File: src/hdl/geo_pixel_pkg.sv
package geo_pixel_pkg;

   localparam int COORD_W        = 12;
   localparam int SCREEN_W       = 320;
   localparam int SCREEN_H       = 200;
   localparam int WORDS_PER_LINE = 160;   // two pixels per ram word

   localparam int RAM_ADDR_W = 20;
   localparam int RAM_DATA_W = 16;
   localparam int PIXEL_W    = 8;

   // row stride 160 = 128 + 32, built from two shifts
   localparam int LINE_SHIFT_HI = 7;
   localparam int LINE_SHIFT_LO = 5;

   // anything not listed paints like MODE_SET
   typedef enum logic [3:0] {
      MODE_SET = 4'd0,
      MODE_XOR = 4'd1
   } draw_mode_e;

endpackage

File: src/hdl/geo_cmd_pkg.sv
package geo_cmd_pkg;

   // host command opcodes, always in the top nibble of the word
   typedef enum logic [3:0] {
      NOP       = 4'h0,
      SET_PAINT = 4'h1,        // colour and draw mode
      SET_X     = 4'h2,
      SET_Y     = 4'h3,
      SET_X1    = 4'h4,        // span end
      PLOT      = 4'h5,        // single pixel at (x, y)
      HLINE     = 4'h6         // span from x to x1 on row y
   } geo_opcode_e;

   typedef struct packed {
      geo_opcode_e opcode;
      logic [11:0] value;      // x, y or x1
   } geo_coord_cmd_t;

   typedef struct packed {
      geo_opcode_e opcode;
      logic [3:0]  mode;       // raw draw mode bits
      logic [7:0]  colour;
   } geo_paint_cmd_t;

   // same 16-bit word, two decodings picked by opcode
   typedef union packed {
      geo_coord_cmd_t coord;
      geo_paint_cmd_t paint;
   } geo_cmd_u;

   localparam int CMD_FIFO_DEPTH  = 16;
   localparam int CMD_FIFO_AW     = $clog2(CMD_FIFO_DEPTH);
   localparam int CMD_FIFO_MARGIN = 4;  // free entries left when busy rises
endpackage
File: src/hdl/geo_pixel_if.sv
`timescale 1ns/1ps

interface geo_pixel_if;
   import geo_pixel_pkg::*;

   logic                  req;        // four-phase request
   logic                  ack;        // four-phase acknowledge
   logic [COORD_W-1:0]    x;
   logic [COORD_W-1:0]    y;
   logic [PIXEL_W-1:0]    colour;
   draw_mode_e            mode;
   logic [RAM_ADDR_W-1:0] word_addr;  // only valid after address stage
   logic                  lane;       // 1 = high byte

   modport src (output req, x, y, colour, mode, word_addr, lane, input ack);
   modport dst (input req, x, y, colour, mode, word_addr, lane, output ack);

endinterface

File: src/hdl/geometry_processor.sv
`timescale 1ns/1ps

module geometry_processor (
   input  logic                                clk,
   input  logic                                arst_n,
   // host command port
   input  logic                                fifo_cmd_ready,
   input  logic [15:0]                         fifo_cmd_in,
   output logic                                fifo_cmd_busy,
   // pixel ram port
   output logic                                rd_req,
   input  logic                                rd_data_rdy,
   input  logic [geo_pixel_pkg::RAM_DATA_W-1:0] rd_data,
   input  logic                                ram_busy,
   output logic                                wr_ena,
   output logic [geo_pixel_pkg::RAM_ADDR_W-1:0] ram_addr,
   output logic [geo_pixel_pkg::RAM_DATA_W-1:0] ram_wr_data,
   // collision counter
   input  logic                                collision_rst,
   output logic [7:0]                          collision_cnt
);

   geo_pixel_if plot_to_addr ();   // x, y, colour, mode
   geo_pixel_if addr_to_wr ();     // plus word address and lane

   geometry_xy_plotter i_plotter (
      .clk            (clk),
      .arst_n         (arst_n),
      .fifo_cmd_ready (fifo_cmd_ready),
      .fifo_cmd_in    (fifo_cmd_in),
      .fifo_cmd_busy  (fifo_cmd_busy),
      .pix            (plot_to_addr.src)
   );

   pixel_address_generator i_addr_gen (
      .clk     (clk),
      .arst_n  (arst_n),
      .pix_in  (plot_to_addr.dst),
      .pix_out (addr_to_wr.src)
   );

   geo_pixel_writer i_writer (
      .clk           (clk),
      .arst_n        (arst_n),
      .pix           (addr_to_wr.dst),
      .rd_req        (rd_req),
      .rd_data_rdy   (rd_data_rdy),
      .rd_data       (rd_data),
      .ram_busy      (ram_busy),
      .wr_ena        (wr_ena),
      .ram_addr      (ram_addr),
      .ram_wr_data   (ram_wr_data),
      .collision_rst (collision_rst),
      .collision_cnt (collision_cnt)
   );

endmodule

File: src/hdl/geo_pixel_writer.sv
`timescale 1ns/1ps

module geo_pixel_writer (
   input  logic                                clk,
   input  logic                                arst_n,
   geo_pixel_if.dst                            pix,
   output logic                                rd_req,       // held until rd_data_rdy
   input  logic                                rd_data_rdy,
   input  logic [geo_pixel_pkg::RAM_DATA_W-1:0] rd_data,
   input  logic                                ram_busy,
   output logic                                wr_ena,       // single-cycle write strobe
   output logic [geo_pixel_pkg::RAM_ADDR_W-1:0] ram_addr,
   output logic [geo_pixel_pkg::RAM_DATA_W-1:0] ram_wr_data,
   input  logic                                collision_rst,
   output logic [7:0]                          collision_cnt
);
   import geo_pixel_pkg::*;

   typedef enum logic [2:0] {S_IDLE, S_ACK, S_READ, S_WRITE, S_REL} wr_state_e;

   wr_state_e             state;
   logic                  lane_r;
   logic [PIXEL_W-1:0]    colour_r;
   draw_mode_e            mode_r;
   logic                  old_nz;     // target pixel was already painted
   logic [PIXEL_W-1:0]    old_byte;
   logic [PIXEL_W-1:0]    new_byte;
   logic [RAM_DATA_W-1:0] merged;

   // lane select and mode merge on the word coming back from ram
   always_comb begin
      old_byte = lane_r ? rd_data[15:8] : rd_data[7:0];
      if (mode_r == MODE_XOR)
         new_byte = old_byte ^ colour_r;
      else
         new_byte = colour_r;            // set and undefined modes
      merged = lane_r ? {new_byte, rd_data[7:0]} : {rd_data[15:8], new_byte};
   end

   // write only goes out in a cycle the ram is free
   assign wr_ena = (state == S_WRITE) && !ram_busy;

   // pixel payload, loaded on capture and on read return
   always_ff @(posedge clk) begin
      if (state == S_IDLE && pix.req && !pix.ack) begin
         ram_addr <= pix.word_addr;
         lane_r   <= pix.lane;
         colour_r <= pix.colour;
         mode_r   <= pix.mode;
      end
      if (state == S_READ && rd_data_rdy) begin
         ram_wr_data <= merged;
         old_nz      <= (old_byte != '0);
      end
   end

   always_ff @(posedge clk or negedge arst_n) begin
      if (!arst_n) begin
         state   <= S_IDLE;
         pix.ack <= 1'b0;
         rd_req  <= 1'b0;
      end else begin
         if (pix.ack && !pix.req) pix.ack <= 1'b0;  // close the handshake
         case (state)
            S_IDLE: if (pix.req && !pix.ack) state <= S_ACK;
            S_ACK: begin
               pix.ack <= 1'b1;                      // one cycle after capture
               rd_req  <= 1'b1;
               state   <= S_READ;
            end
            S_READ: if (rd_data_rdy) begin
               rd_req <= 1'b0;
               state  <= S_WRITE;
            end
            S_WRITE: if (!ram_busy) state <= S_REL;
            S_REL:   if (!pix.ack) state <= S_IDLE;  // wait for req/ack low
            default: state <= S_IDLE;
         endcase
      end
   end

   // saturating count of writes onto non-zero pixels
   always_ff @(posedge clk or negedge arst_n) begin
      if (!arst_n)
         collision_cnt <= '0;
      else if (collision_rst)
         collision_cnt <= '0;
      else if (wr_ena && old_nz && collision_cnt != 8'hff)
         collision_cnt <= collision_cnt + 1'b1;
   end

endmodule

File: src/hdl/pixel_address_generator.sv
`timescale 1ns/1ps

module pixel_address_generator (
   input  logic     clk,
   input  logic     arst_n,
   geo_pixel_if.dst pix_in,
   geo_pixel_if.src pix_out
);
   import geo_pixel_pkg::*;

   logic                  take;      // capture the incoming pixel
   logic                  out_wait;  // out req dropped, ack still high
   logic [RAM_ADDR_W-1:0] y_ext;
   logic [RAM_ADDR_W-1:0] addr_calc;

   // y * 160 + x / 2
   assign y_ext     = RAM_ADDR_W'(pix_in.y);
   assign addr_calc = (y_ext << LINE_SHIFT_HI) + (y_ext << LINE_SHIFT_LO)
                    + RAM_ADDR_W'(pix_in.x >> 1);

   // one op at a time, both handshakes must be closed
   assign take = pix_in.req && !pix_in.ack && !pix_out.req && !out_wait;

   always_ff @(posedge clk) begin
      if (take) begin
         pix_out.x         <= pix_in.x;
         pix_out.y         <= pix_in.y;
         pix_out.colour    <= pix_in.colour;
         pix_out.mode      <= pix_in.mode;
         pix_out.word_addr <= addr_calc;
         pix_out.lane      <= pix_in.x[0];  // odd x in high byte
      end
   end

   always_ff @(posedge clk or negedge arst_n) begin
      if (!arst_n) begin
         pix_in.ack  <= 1'b0;
         pix_out.req <= 1'b0;
         out_wait    <= 1'b0;
      end else begin
         if (take) begin
            pix_in.ack  <= 1'b1;               // ack and forward in one go
            pix_out.req <= 1'b1;
         end else if (pix_in.ack && !pix_in.req) begin
            pix_in.ack  <= 1'b0;
         end
         if (pix_out.req && pix_out.ack) begin
            pix_out.req <= 1'b0;
            out_wait    <= 1'b1;
         end else if (out_wait && !pix_out.ack) begin
            out_wait    <= 1'b0;
         end
      end
   end

endmodule

File: src/hdl/geometry_xy_plotter.sv
`timescale 1ns/1ps

module geometry_xy_plotter (
   input  logic                 clk,
   input  logic                 arst_n,
   input  logic                 fifo_cmd_ready,  // one-cycle write strobe
   input  geo_cmd_pkg::geo_cmd_u fifo_cmd_in,
   output logic                 fifo_cmd_busy,   // early full flag
   geo_pixel_if.src             pix
);
   import geo_cmd_pkg::*;
   import geo_pixel_pkg::*;

   typedef enum logic [1:0] {S_IDLE, S_PIX, S_REQ, S_REL} plot_state_e;

   geo_cmd_u               fifo_mem [CMD_FIFO_DEPTH];
   logic [CMD_FIFO_AW-1:0] wr_ptr, rd_ptr;
   logic [CMD_FIFO_AW:0]   fifo_cnt;
   logic                   push, pop;
   geo_cmd_u               head;

   plot_state_e            state;
   logic [COORD_W-1:0]     x_reg, y_reg, x1_reg;
   logic [COORD_W-1:0]     cur_x;              // pixel being drawn
   logic [PIXEL_W-1:0]     colour_reg;
   draw_mode_e             mode_reg;
   logic                   span;               // hline in progress
   logic                   last_pix;
   logic                   on_screen;
   logic [COORD_W-1:0]     next_x;

   // command fifo
   assign push = fifo_cmd_ready && (fifo_cnt != (CMD_FIFO_AW+1)'(CMD_FIFO_DEPTH));
   assign pop  = (state == S_IDLE) && (fifo_cnt != '0);  // only when engine is idle
   assign head = fifo_mem[rd_ptr];
   assign fifo_cmd_busy = fifo_cnt >= (CMD_FIFO_AW+1)'(CMD_FIFO_DEPTH - CMD_FIFO_MARGIN);

   always_ff @(posedge clk) begin
      if (push) fifo_mem[wr_ptr] <= fifo_cmd_in;
   end

   always_ff @(posedge clk or negedge arst_n) begin
      if (!arst_n) begin
         wr_ptr   <= '0;
         rd_ptr   <= '0;
         fifo_cnt <= '0;
      end else begin
         if (push) wr_ptr <= wr_ptr + 1'b1;
         if (pop)  rd_ptr <= rd_ptr + 1'b1;
         fifo_cnt <= fifo_cnt + push - pop;
      end
   end

   // span stepping, either direction toward x1
   assign last_pix  = !span || (cur_x == x1_reg);
   assign next_x    = (cur_x < x1_reg) ? cur_x + 1'b1 : cur_x - 1'b1;
   assign on_screen = (cur_x < COORD_W'(SCREEN_W)) && (y_reg < COORD_W'(SCREEN_H));

   // payload stays put while req is up
   assign pix.x      = cur_x;
   assign pix.y      = y_reg;
   assign pix.colour = colour_reg;
   assign pix.mode   = mode_reg;
   // word_addr and lane are left to the address stage

   always_ff @(posedge clk or negedge arst_n) begin
      if (!arst_n) begin
         state      <= S_IDLE;
         pix.req    <= 1'b0;
         x_reg      <= '0;
         y_reg      <= '0;
         x1_reg     <= '0;
         cur_x      <= '0;
         colour_reg <= '0;
         mode_reg   <= MODE_SET;
         span       <= 1'b0;
      end else begin
         case (state)
            S_IDLE: if (pop) begin
               case (head.coord.opcode)
                  SET_PAINT: begin
                     colour_reg <= head.paint.colour;
                     mode_reg   <= draw_mode_e'(head.paint.mode);
                  end
                  SET_X:  x_reg  <= head.coord.value;
                  SET_Y:  y_reg  <= head.coord.value;
                  SET_X1: x1_reg <= head.coord.value;
                  PLOT: begin
                     cur_x <= x_reg;
                     span  <= 1'b0;
                     state <= S_PIX;
                  end
                  HLINE: begin
                     cur_x <= x_reg;
                     x_reg <= x1_reg;  // pen ends at the span end
                     span  <= 1'b1;
                     state <= S_PIX;
                  end
                  default: ;           // nop and unknown opcodes
               endcase
            end
            S_PIX: begin
               if (on_screen) begin
                  pix.req <= 1'b1;
                  state   <= S_REQ;
               end else if (last_pix) begin
                  state   <= S_IDLE;   // clipped, nothing sent
               end else begin
                  cur_x   <= next_x;
               end
            end
            S_REQ: if (pix.ack) begin
               pix.req <= 1'b0;
               state   <= S_REL;
            end
            S_REL: if (!pix.ack) begin  // handshake fully closed
               if (last_pix) begin
                  state <= S_IDLE;
               end else begin
                  cur_x <= next_x;
                  state <= S_PIX;
               end
            end
            default: state <= S_IDLE;
         endcase
      end
   end

endmodule

File: config.mk
export PLATFORM = sky130hd
export DESIGN_NAME = geometry_processor
export DESIGN_NICKNAME = d
export VERILOG_FILES = /design/src/hdl/geo_pixel_pkg.sv /design/src/hdl/geo_cmd_pkg.sv /design/src/hdl/geo_pixel_if.sv /design/src/hdl/geometry_processor.sv /design/src/hdl/geo_pixel_writer.sv /design/src/hdl/pixel_address_generator.sv /design/src/hdl/geometry_xy_plotter.sv
export SDC_FILE = /design/constraint.sdc
export NUM_CORES = 1
export LEC_CHECK = 0
export ABC_AREA = 1
export BUFFER_PORTS_ARGS = -buffer_cell sky130_fd_sc_hd__buf_2
export CAP_MARGIN = 10
export CORE_ASPECT_RATIO = 2
export CORE_UTILIZATION = 50
export CTS_CLUSTER_SIZE = 8
export DETAILED_ROUTE_END_ITERATION = 16
export PLACE_DENSITY_LB_ADDON = 0.2
export SETUP_SLACK_MARGIN = 0.4
export SLEW_MARGIN = 5
export SYNTH_ARGS = -nofsm -noshare
export SYNTH_HDL_FRONTEND = slang
export SYNTH_SLANG_ARGS = --single-unit
File: constraint.sdc
create_clock -name clk -period 3.3 [get_ports clk]
set_clock_uncertainty 0.1 [all_clocks]
set_input_delay 0.66 -clock clk [delete_from_list [all_inputs] [get_ports clk]]
set_output_delay 0.66 -clock clk [all_outputs]
set_load 0.05 [all_outputs]
==> flow_summary.ini, run 1 <==
[clock_network]
cts_buffer_depth = 3
clock-sinks = 432
cts_tree = done
clkLatencyLatePin_ps = 600
holdBufCountCts = 0
htreeDepth = 2
path_clk_slew_ps = 50
cts_root_buffer = clkbuf_16
cts_buffers = 59

[die]
core_um2 = 37290
row_count = 100
io-pin-count = 85
die_x_um = 139.7
die_h_um = 277.5
dieArea_um2 = 38770
initial_core_util_pct = 50.88

[sta]
max_clock_freq_mhz = 342.9
rsz0062_at_grt = yes
post-route-period-util_pct = 88.37
max_slew_margin_pct = 48.62
layout_min_cycle_time_ps = 2916
hold_viol_final = 4
finalSetupViolCount = 0
finalSetupTns_ps = 0
timing.hold.ws_ps = -5.608
worst-slew-pin-transition_ps = 762.6
slew_viol_final = 0

[critical_path]
cp.depth = 18
critical_path_buf_inv_count = 3
reg2reg_from = i_plotter.x1_reg[9]
r2r-end = i_plotter.pix.x[7]
cp-endpoint = i_plotter.pix.x[7]
critPathKind = reg -> reg
cp-end-kind = flip-flop
path_cells = inv_2, ha_4, nand2_4, nor2_4, nand2b_4, inv_2, nand2_4, nand3_4, ha_4, a21oi_2, nand2_1, nand2_1, o211ai_1, buf_4, xnor2_2, o21ai_1, nand3_1, nand2_1
critPathMaxStageDelay_ps = 380
critical_path.top_delay_family = simple AND/OR/NAND/NOR gates
slowest_stage = dfrtp_1
start_kind = flip-flop
reg2reg_slack_ps = 380
ff2ff_path_depth = 18
crit_top_cell = nand2_1
critical_path.max_fanout = 5
startpoint = i_plotter.x1_reg[9]
crit_required_ps = 3710
cp.arrival_ps = 3320

[route]
drt-pass1-iter-count = 5
wirelength_um = 46520
post-route-drc-count = 0
final_antenna_net_count = 0
avgRoutedWirePerCell_um = 20.20
vias_per_cell = 5.621
drtIter0Drc = 762
vias = 12946

[synth]
yosysMostFrequentCell = edfxtp_1
synth_ff_type = edfxtp_1
yosys.area.top_type_share_pct = 53.66
async_reset_ff_share_pct = 21.53
syn_area_per_cell_um2 = 11.53
seq_area_frac_synth_pct = 65.93
synthTopCellsByArea = edfxtp_1 (54%), dfrtp_1 (12%), nand2_1 (5.5%)
syn_nets = 1752
synth_top_area_cell = edfxtp_1
syn_area_um2 = 18970
syn_inst = 1645
yosys_warnings = 0
synthTopCellsByCount = edfxtp_1 (339), nand2_1 (277), nor2_1 (167)
yosys.cell_types.count = 53
synth-edff-count = 339
yosys_register_bits = 432

[min_path]
holdCritPathClass = in -> async

[place]
placed_area_um2 = 20130
gp_congestion = 0.8771
dpl.hpwl_um = 29720
io_buffers = 84

[power_and_ir_drop]
irDropWorstVdd_uv = 677.8
p_per_area_nw_per_um2 = 1084
cellLeakagePower_nw = 8.816

[flow_run]
maxCapViolCount = 0

[cells_and_area]
fin_util_pct = 59.82
nets = 1903
antenna_cells = 0
largest_reg_flops = 256
post-route-cell-area_um2 = 22300
syn_to_final_growth_pct = 17.57
reg_top3 = i_plotter.fifo_mem (256), i_addr_gen.pix_out.word_addr (20), i_writer.ram_addr (20)
drive_gt1_share_pct = 17.57
largest_register = i_plotter.fifo_mem
fill_cells = 3023

[global_route]
track_usage_pct = 24.36
antenna_found_initial = 1
grt_overflow = 0
grt_max_degree = 69
grt_pass1_wl_um = 71820
grt_pass1_vias = 13269

[outcome]
run_status = complete, but fails checks
violations = hold timing
worst register-to-register path, stage by stage (launching register included):
cell and delay [ps]:
dfrtp_1 380, inv_2 70, ha_4 290, nand2_4 50, nor2_4 170, nand2b_4 70, inv_2 70, nand2_4 70
nand3_4 200, ha_4 260, a21oi_2 160, nand2_1 100, nand2_1 80, o211ai_1 160, buf_4 190, xnor2_2 130
o21ai_1 120, nand3_1 90, nand2_1 80
cell type report:
type                    instances  area (um^2)  share of cell area (%)
flip-flops and latches        432        12510                   56.09
well taps                     459        574.3                   2.575
clock buffers                 107         1657                   7.427
repair buffers                159         1031                   4.622
multi-input cells            1014         5989                   26.85
clock inverters                 2        46.29                  0.2076
inverters                     130        495.5                   2.221
how the worst min path moves through the flow:
| stage | from | to | cells after the start |
|---|---|---|---|
| global route | arst_n | i_plotter.wr_ptr[0] | 1 |
| floorplan | arst_n | asynchronous set/reset pin | 0 |
| finish | arst_n | i_plotter.wr_ptr[0] | 1 |
| global placement | i_addr_gen.pix_out.word_addr[8] | i_writer.ram_addr[8] | 0 |
| detailed placement | i_addr_gen.pix_out.colour[0] | i_writer.colour_r[0] | 0 |
| CTS | arst_n | i_plotter.wr_ptr[1] | 1 |
metrics by stage:
step / hold slack (ps) / worst slack [ps] / cells / total power, mW
2_1_floorplan: 264.4 / 448.6 / 1645 / 14.62
3_5_place_dp: 304.5 / 4.861 / 2178 / 17.61
3_3_place_gp: 300.4 / 84.37 / 2178 / 17.36
6_report: -5.608 / 383.8 / 2303 / 24.17
5_1_grt: 37.22 / 243.8 / 2303 / 25.66
4_1_cts: 0.4839 / 347.6 / 2289 / 23.31
cells by family (layout without fill, tap and decap cells):
family	after synthesis	count (layout)	synth area share [%]
flip-flops	432	432	65.93
AO/OA/AOI/OAI	332	332	10.10
XOR/XNOR	32	32	1.477
AND/OR/NAND/NOR	577	578	12.83
multiplexers	3	3	0.1583
buffers and inverters	200	398	4.676
adder cells (fa/ha/maj)	69	69	4.828
cell usage in the layout, fill, tap and decap left out, types with 46 or more instances in the layout:
| cell | n |
|---|---|
| dfrtp_1 | 92 |
| nand3_1 | 84 |
| clkbuf_16 | 59 |
| buf_4 | 71 |
| o21ai_1 | 56 |
| edfxtp_1 | 339 |
| nand2_1 | 272 |
| buf_2 | 83 |
| o21ai_0 | 151 |
| nor2_1 | 147 |
| ha_1 | 46 |
| clkbuf_1 | 48 |
| inv_1 | 114 |
routing by layer:
| metal | global-route usage (%) | routed length (um) | up-vias |
|---|---|---|---|
| li1 | - | - | 6108 |
| met1 | 24.31 | 16130 | 6328 |
| met2 | 47.35 | 25790 | 355 |
| met3 | 2.969 | 1722 | 153 |
| met4 | 14.23 | 2861 | 2 |
| met5 | 0 | 10 | - |
power by group:
part	internal [mW]	switching, mW	leakage (nW)
logic	3.61	7.16	3.76
registers	7.28	0.583	4.26
clock network	3.34	2.20	0.802
total	14.2	9.94	8.82
repair_timing:
item / CTS / global route
gates resized for setup: 11 / 62
hold endpoints to repair: 0 / 0
pin swaps: 3 / 28
buffers inserted: 1 / 14
cloned: 1 / 0
setup endpoints to repair: 12 / 23
Power figures use the tool's default switching activity.
==> inputs of run 2 (changes only) <==
- ABC_AREA: 1 -> 0
- SETUP_SLACK_MARGIN: 0.4 -> 0.1
==> run 2 against run 1 <==
The run now ends clean. Largest cell class unchanged. Synthesized area fell by 3.7%. Critical path type unchanged. Cell area fell by 2.5%. Synthesized cell count fell by 33%. Combinational power fell by 7%. Wire length fell by 18%. Flip-flop and latch count did not move. Critical endpoint is now i_plotter.pix.x[8].
==> flow_summary.ini, run 2 <==
[die]
die_x_um = 137.2
die_h_um = 272.3
row_count = 98
initial_core_util_pct = 51.02
io-pin-count = 85
core_um2 = 35800
dieArea_um2 = 37350

[power_and_ir_drop]
cellLeakagePower_nw = 7.956
irDropWorstVdd_uv = 703.3
sw_frac_of_total_pct = 35.51
clockPowerShare_pct = 23.1
internal_power_mw = 15.18
p_per_area_nw_per_um2 = 1082
fin_total_pwr_mw = 23.53
p_seq_share_pct = 34.2
power_frac_comb_pct = 42.7
switching_power_mw = 8.357

[critical_path]
slowest_stage = a2111oi_4
r2r-end = i_plotter.pix.x[8]
critPathKind = reg -> reg
cp-endpoint = i_plotter.pix.x[8]
cp.arrival_ps = 3640
critical_path.max_fanout = 6
critPathMaxStageDelay_ps = 410
path_cells = ha_4, nand4_1, or2_4, a21o_1, o211ai_1, buf_4, buf_6, ha_4, o21a_1, a2111oi_4, or3_1, xor2_1, nor2_1, a21oi_1, a21oi_1
cp-end-kind = flip-flop
ff2ff_path_depth = 15
crit_required_ps = 3670
startpoint = i_plotter.pix.x[11]
reg2reg_slack_ps = 30
reg2reg_from = i_plotter.pix.x[11]
start_kind = flip-flop

[flow_run]
maxCapViolCount = 0

[sta]
post-route-period-util_pct = 99.24
rsz0062_at_grt = yes
max_slew_margin_pct = 55.22
finalSetupTns_ps = 0
slew_viol_final = 0
hold_viol_final = 0
layout_min_cycle_time_ps = 3275
finalSetupViolCount = 0
worst_slack_ps = 25.01
max_clock_freq_mhz = 305.3
worst-slew-pin-transition_ps = 671.0
timing.hold.ws_ps = 269.9

[synth]
yosys_register_bits = 432
syn_area_um2 = 18270
synthTopCellsByArea = edfxtp_1 (56%), dfrtp_1 (13%), mux4_2 (9.4%)
synthTopCellsByCount = edfxtp_1 (339), dfrtp_1 (93), mux4_2 (76)
syn_area_per_cell_um2 = 16.56
synth-edff-count = 339
seq_area_frac_synth_pct = 68.47
yosys_warnings = 0
async_reset_ff_share_pct = 21.53
yosysMostFrequentCell = edfxtp_1
yosys.cell_types.count = 62
syn_nets = 1210
syn_inst = 1103
yosys.area.top_type_share_pct = 55.73
synth_ff_type = edfxtp_1
synth_top_area_cell = edfxtp_1

[clock_network]
cts_buffer_depth = 3
cts_root_buffer = clkbuf_16
cts_buffers = 59
htreeDepth = 2
path_clk_slew_ps = 60
clock-sinks = 432
cts_tree = done
clkLatencyLatePin_ps = 610

[cells_and_area]
largest_reg_flops = 256
regArea_um2 = 12510
largest_register = i_plotter.fifo_mem
fill_cells = 2662
syn_to_final_growth_pct = 19.04
nets = 1395
drive_gt1_share_pct = 29.82
multi_input_area_um2 = 5756
fin_util_pct = 60.74
reg_top3 = i_plotter.fifo_mem (256), i_addr_gen.pix_out.word_addr (20), i_writer.ram_addr (20)
final_common_cell = edfxtp_1
post-route-cell-area_um2 = 21750
layoutNonFillerInstCount = 1769
mostFrequentLayoutCells = edfxtp_1 (339), dfrtp_1 (91), buf_2 (83)

[route]
drt-pass1-iter-count = 5
post-route-drc-count = 0
vias = 10105
wirelength_um = 38080
vias_per_cell = 5.712
avgRoutedWirePerCell_um = 21.52
final_antenna_net_count = 0
drtIter0Drc = 683

[place]
dpl.hpwl_um = 25060
gp_congestion = 0.8176
dp_worst_setup_slack_ps = -201.4
io_buffers = 84
placed_area_um2 = 19730
dp.cells = 1661

[global_route]
grt_pass1_vias = 10542
grt_pass1_wl_um = 58900
antenna_found_initial = 1
grt_overflow = 0
track_usage_pct = 21.39
grt_max_degree = 50

[min_path]
holdCritPathClass = in -> reg
hold_depth = 2

[outcome]
run_status = complete, no violations
-- run 2: kinds of logic (layout without fill, tap and decap cells) --
| group | Yosys count | in the layout | share of synthesized area (%) |
|---|---|---|---|
| multiplexers | 118 | 118 | 11.86 |
| buffers and inverters | 75 | 290 | 1.760 |
| AO/OA/AOI/OAI | 167 | 167 | 5.918 |
| XOR/XNOR | 34 | 34 | 1.630 |
| adder cells (fa/ha/maj) | 69 | 69 | 5.014 |
| other | 0 | 1 | 0 |
| flip-flops | 432 | 432 | 68.47 |
| AND/OR/NAND/NOR | 208 | 208 | 5.349 |
-- run 2: final cells by class --
| type | count | area share, % |
|---|---|---|
| Timing Repair Buffer | 165 | 5.150 |
| Multi-Input combinational cell | 596 | 26.47 |
| Clock inverter | 3 | 0.3682 |
| Tap cell | 450 | 2.589 |
| Antenna cell | 1 | 0.01151 |
| Inverter | 34 | 0.5869 |
| Clock buffer | 88 | 7.290 |
| Sequential cell | 432 | 57.54 |
-- run 2: worst min path at each step --
stage,start,to,slack (ps)
detailed placement,i_addr_gen.pix_out.colour[7],i_writer.colour_r[7],300
CTS,collision_rst,i_writer.collision_cnt[7],250
global placement,i_addr_gen.pix_out.colour[1],i_writer.colour_r[1],300
finish,collision_rst,i_writer.collision_cnt[7],270
floorplan,arst_n,asynchronous set/reset pin,260
global route,rd_data[1],i_writer.ram_wr_data[1],270
-- run 2: routing by layer --
metal  global-route usage, %  wire [um]
met1                   23.39      13690
met2                   39.10      21000
met3                   3.071       1458
met4                   11.48       1924
met5                       0          0
-- run 2: power groups by stage --
| stage | logic [mW] | clock network [mW] | registers [mW] |
|---|---|---|---|
| floorplan | 6.46 | 0 | 8.25 |
| global placement | 9.21 | 0 | 8.13 |
| detailed placement | 9.32 | 0 | 8.18 |
| CTS | 9.71 | 5.55 | 8.10 |
| global route | 11.0 | 5.76 | 8.18 |
| finish | 10.0 | 5.43 | 8.06 |
-- run 2: repair_timing --
item	4_1_cts	5_1_grt
buffers inserted	5	10
hold buffers	1	0
hold endpoints to repair	5	0
resized for setup	15	25
setup endpoints to repair	6	41
pin swaps	15	19
-- run 2: critical path: cells and delay by family, from the launching register on --
kind	cells	cell delay, ps
XOR/XNOR	1	140
flip-flops	1	400
AND/OR/NAND/NOR	4	650
buffers and inverters	2	330
AO/OA/AOI/OAI	6	1060
adder cells (fa/ha/maj)	2	480
==> inputs of run 3 (changes only) <==
- RECOVER_POWER: default -> 50
==> run 3 against run 2 <==
The flow now finishes with violations (capacitance limit, slew limit). Sequential power about the same. Setup slack worse by 2.2 ps. Register-to-register slack barely moved. Final cell count did not move. Wire length about the same. Non-clock buffer count is the same. Clock power about the same. First-iteration DRC count is 5.9% lower. Via count about the same. Cell area fell by 0.58%.
==> flow_summary.ini, run 3 (synthesis gave the netlist of run 2 again) <==
[outcome]
run_status = complete, but fails checks
violations = capacitance limit, slew limit

[cells_and_area]
reg_top3 = i_plotter.fifo_mem (256), i_addr_gen.pix_out.word_addr (20), i_writer.ram_addr (20)
fill_cells = 2677
largest_register = i_plotter.fifo_mem
mostFrequentLayoutCells = edfxtp_1 (339), dfrtp_1 (91), mux4_2 (76)
final_common_cell = edfxtp_1
syn_to_final_growth_pct = 18.36
drive_gt1_share_pct = 27.39
nets = 1395
multi_input_area_um2 = 5713
largest_reg_flops = 256
regArea_um2 = 12510

[critical_path]
cp.arrival_ps = 3650
cp-end-kind = flip-flop
critical_path_buf_inv_count = 2
slowest_stage = a2111oi_4
crit_required_ps = 3670
critPathKind = reg -> reg
start_kind = flip-flop
path_cells = ha_4, nand4_1, or2_4, a21o_1, o211ai_1, buf_4, buf_6, ha_4, o21a_1, a2111oi_4, or3_1, xor2_1, nor2_1, a21oi_1, a21oi_1
critPathMaxStageDelay_ps = 410
critical_path.top_delay_family = compound AO/OA/AOI/OAI gates
critical_path.max_fanout = 6

[power_and_ir_drop]
cellLeakagePower_nw = 7.849
irDropWorstVdd_uv = 705.2
p_per_area_nw_per_um2 = 1085

[place]
io_buffers = 84
gp_congestion = 0.8176
dpl.hpwl_um = 25060
dp_worst_setup_slack_ps = -201.4

[route]
drt-pass1-iter-count = 5
final_antenna_net_count = 0
drtIter0Drc = 643
wirelength_um = 38040
post-route-drc-count = 0
avgRoutedWirePerCell_um = 21.50
vias_per_cell = 5.707
vias = 10096

[clock_network]
cts_buffer_depth = 3
path_clk_slew_ps = 60
cts_tree = done
clkLatencyLatePin_ps = 610
cts_root_buffer = clkbuf_16
cts_buffers = 59
htreeDepth = 2
clock-sinks = 432

[global_route]
antenna_found_initial = 1
grt_overflow = 0
grt_max_degree = 50
grt_pass1_vias = 10542
track_usage_pct = 21.39
grt_pass1_wl_um = 58900

[sta]
finalSetupTns_ps = 0
max_clock_freq_mhz = 305.1
max_slew_margin_pct = -23.45
post-route-period-util_pct = 99.31
finalSetupViolCount = 0
worst-slew-pin-transition_ps = 1852
layout_min_cycle_time_ps = 3277
slew_viol_final = 35
worst_slack_ps = 22.80
rsz0062_at_grt = yes
hold_viol_final = 0

[die]
io-pin-count = 85
core_um2 = 35800
die_x_um = 137.2
row_count = 98
dieArea_um2 = 37350
die_h_um = 272.3
initial_core_util_pct = 51.02

[flow_run]
maxCapViolCount = 1

[min_path]
holdCritPathClass = in -> reg
[run 3: changes by cell type in the layout (fill, tap and decap cells not counted), moves of 2 or more]
cell / change
buf_4: -13
buf_2: -16
nor4b_1: +2
clkbuf_1: +28
clkbuf_2: +2
[run 3: report_power, final]
| group | leakage [nW] | total, mW | internal, mW | switching [mW] |
|---|---|---|---|---|
| clock network | 0.794 | 5.43 | 3.27 | 2.16 |
| logic | 2.83 | 9.97 | 4.50 | 5.47 |
| registers | 4.23 | 8.05 | 7.35 | 0.701 |
[run 3: through the flow]
stage	area [um^2]	instances	hold WS [ps]	power, mW	util, %
after floorplan	18310	1103	264.4	14.70	-
after global placement	19730	1661	300.5	17.34	55.11
final	21620	1769	269.3	23.45	60.39
after CTS	21550	1758	249.7	23.35	60.19
after detailed placement	19730	1661	304.5	17.49	55.11
after global routing	21620	1769	268.9	24.87	60.39
[run 3: per-layer routing]
layer	part of all wire, %	GRT usage [%]	wire [um]
met5	0	0	0
met1	36	23.39	13650
met4	5.0	11.48	1910
met3	3.9	3.071	1489
met2	55	39.10	20990
[run 3: repair_timing]
item / in CTS / in global routing
hold buffers: 1 / 0
endpoints found under the setup margin: 6 / 41
buffers inserted: 5 / 10
pin swaps: 15 / 19
gates resized for setup: 15 / 25
endpoints found under the hold margin: 5 / 0
[run 3: final timing paths]
kind / depth (start not counted) / to / start / slack (ps)
max in group asynchronous: 3 / i_plotter.pix.y[6] / arst_n / 520
setup reg to reg: 15 / i_plotter.pix.x[8] / i_plotter.pix.x[11] / 20
min in group asynchronous: 2 / i_plotter.rd_ptr[3] / arst_n / 740
hold reg to reg: 0 / i_writer.colour_r[7] / i_addr_gen.pix_out.colour[7] / 310
setup / recovery: 15 / i_plotter.pix.x[8] / i_plotter.pix.x[11] / 20
hold / removal: 2 / i_writer.collision_cnt[7] / collision_rst / 270
[run 3: cell type report]
type / count / area share (%)
diodes: 1 / 0.01157
clock buffers: 88 / 7.332
repair buffers: 165 / 4.797
well taps: 450 / 2.604
inverters: 34 / 0.5903
clock inverters: 3 / 0.3704
multi-input cells: 596 / 26.42
flip-flops and latches: 432 / 57.87
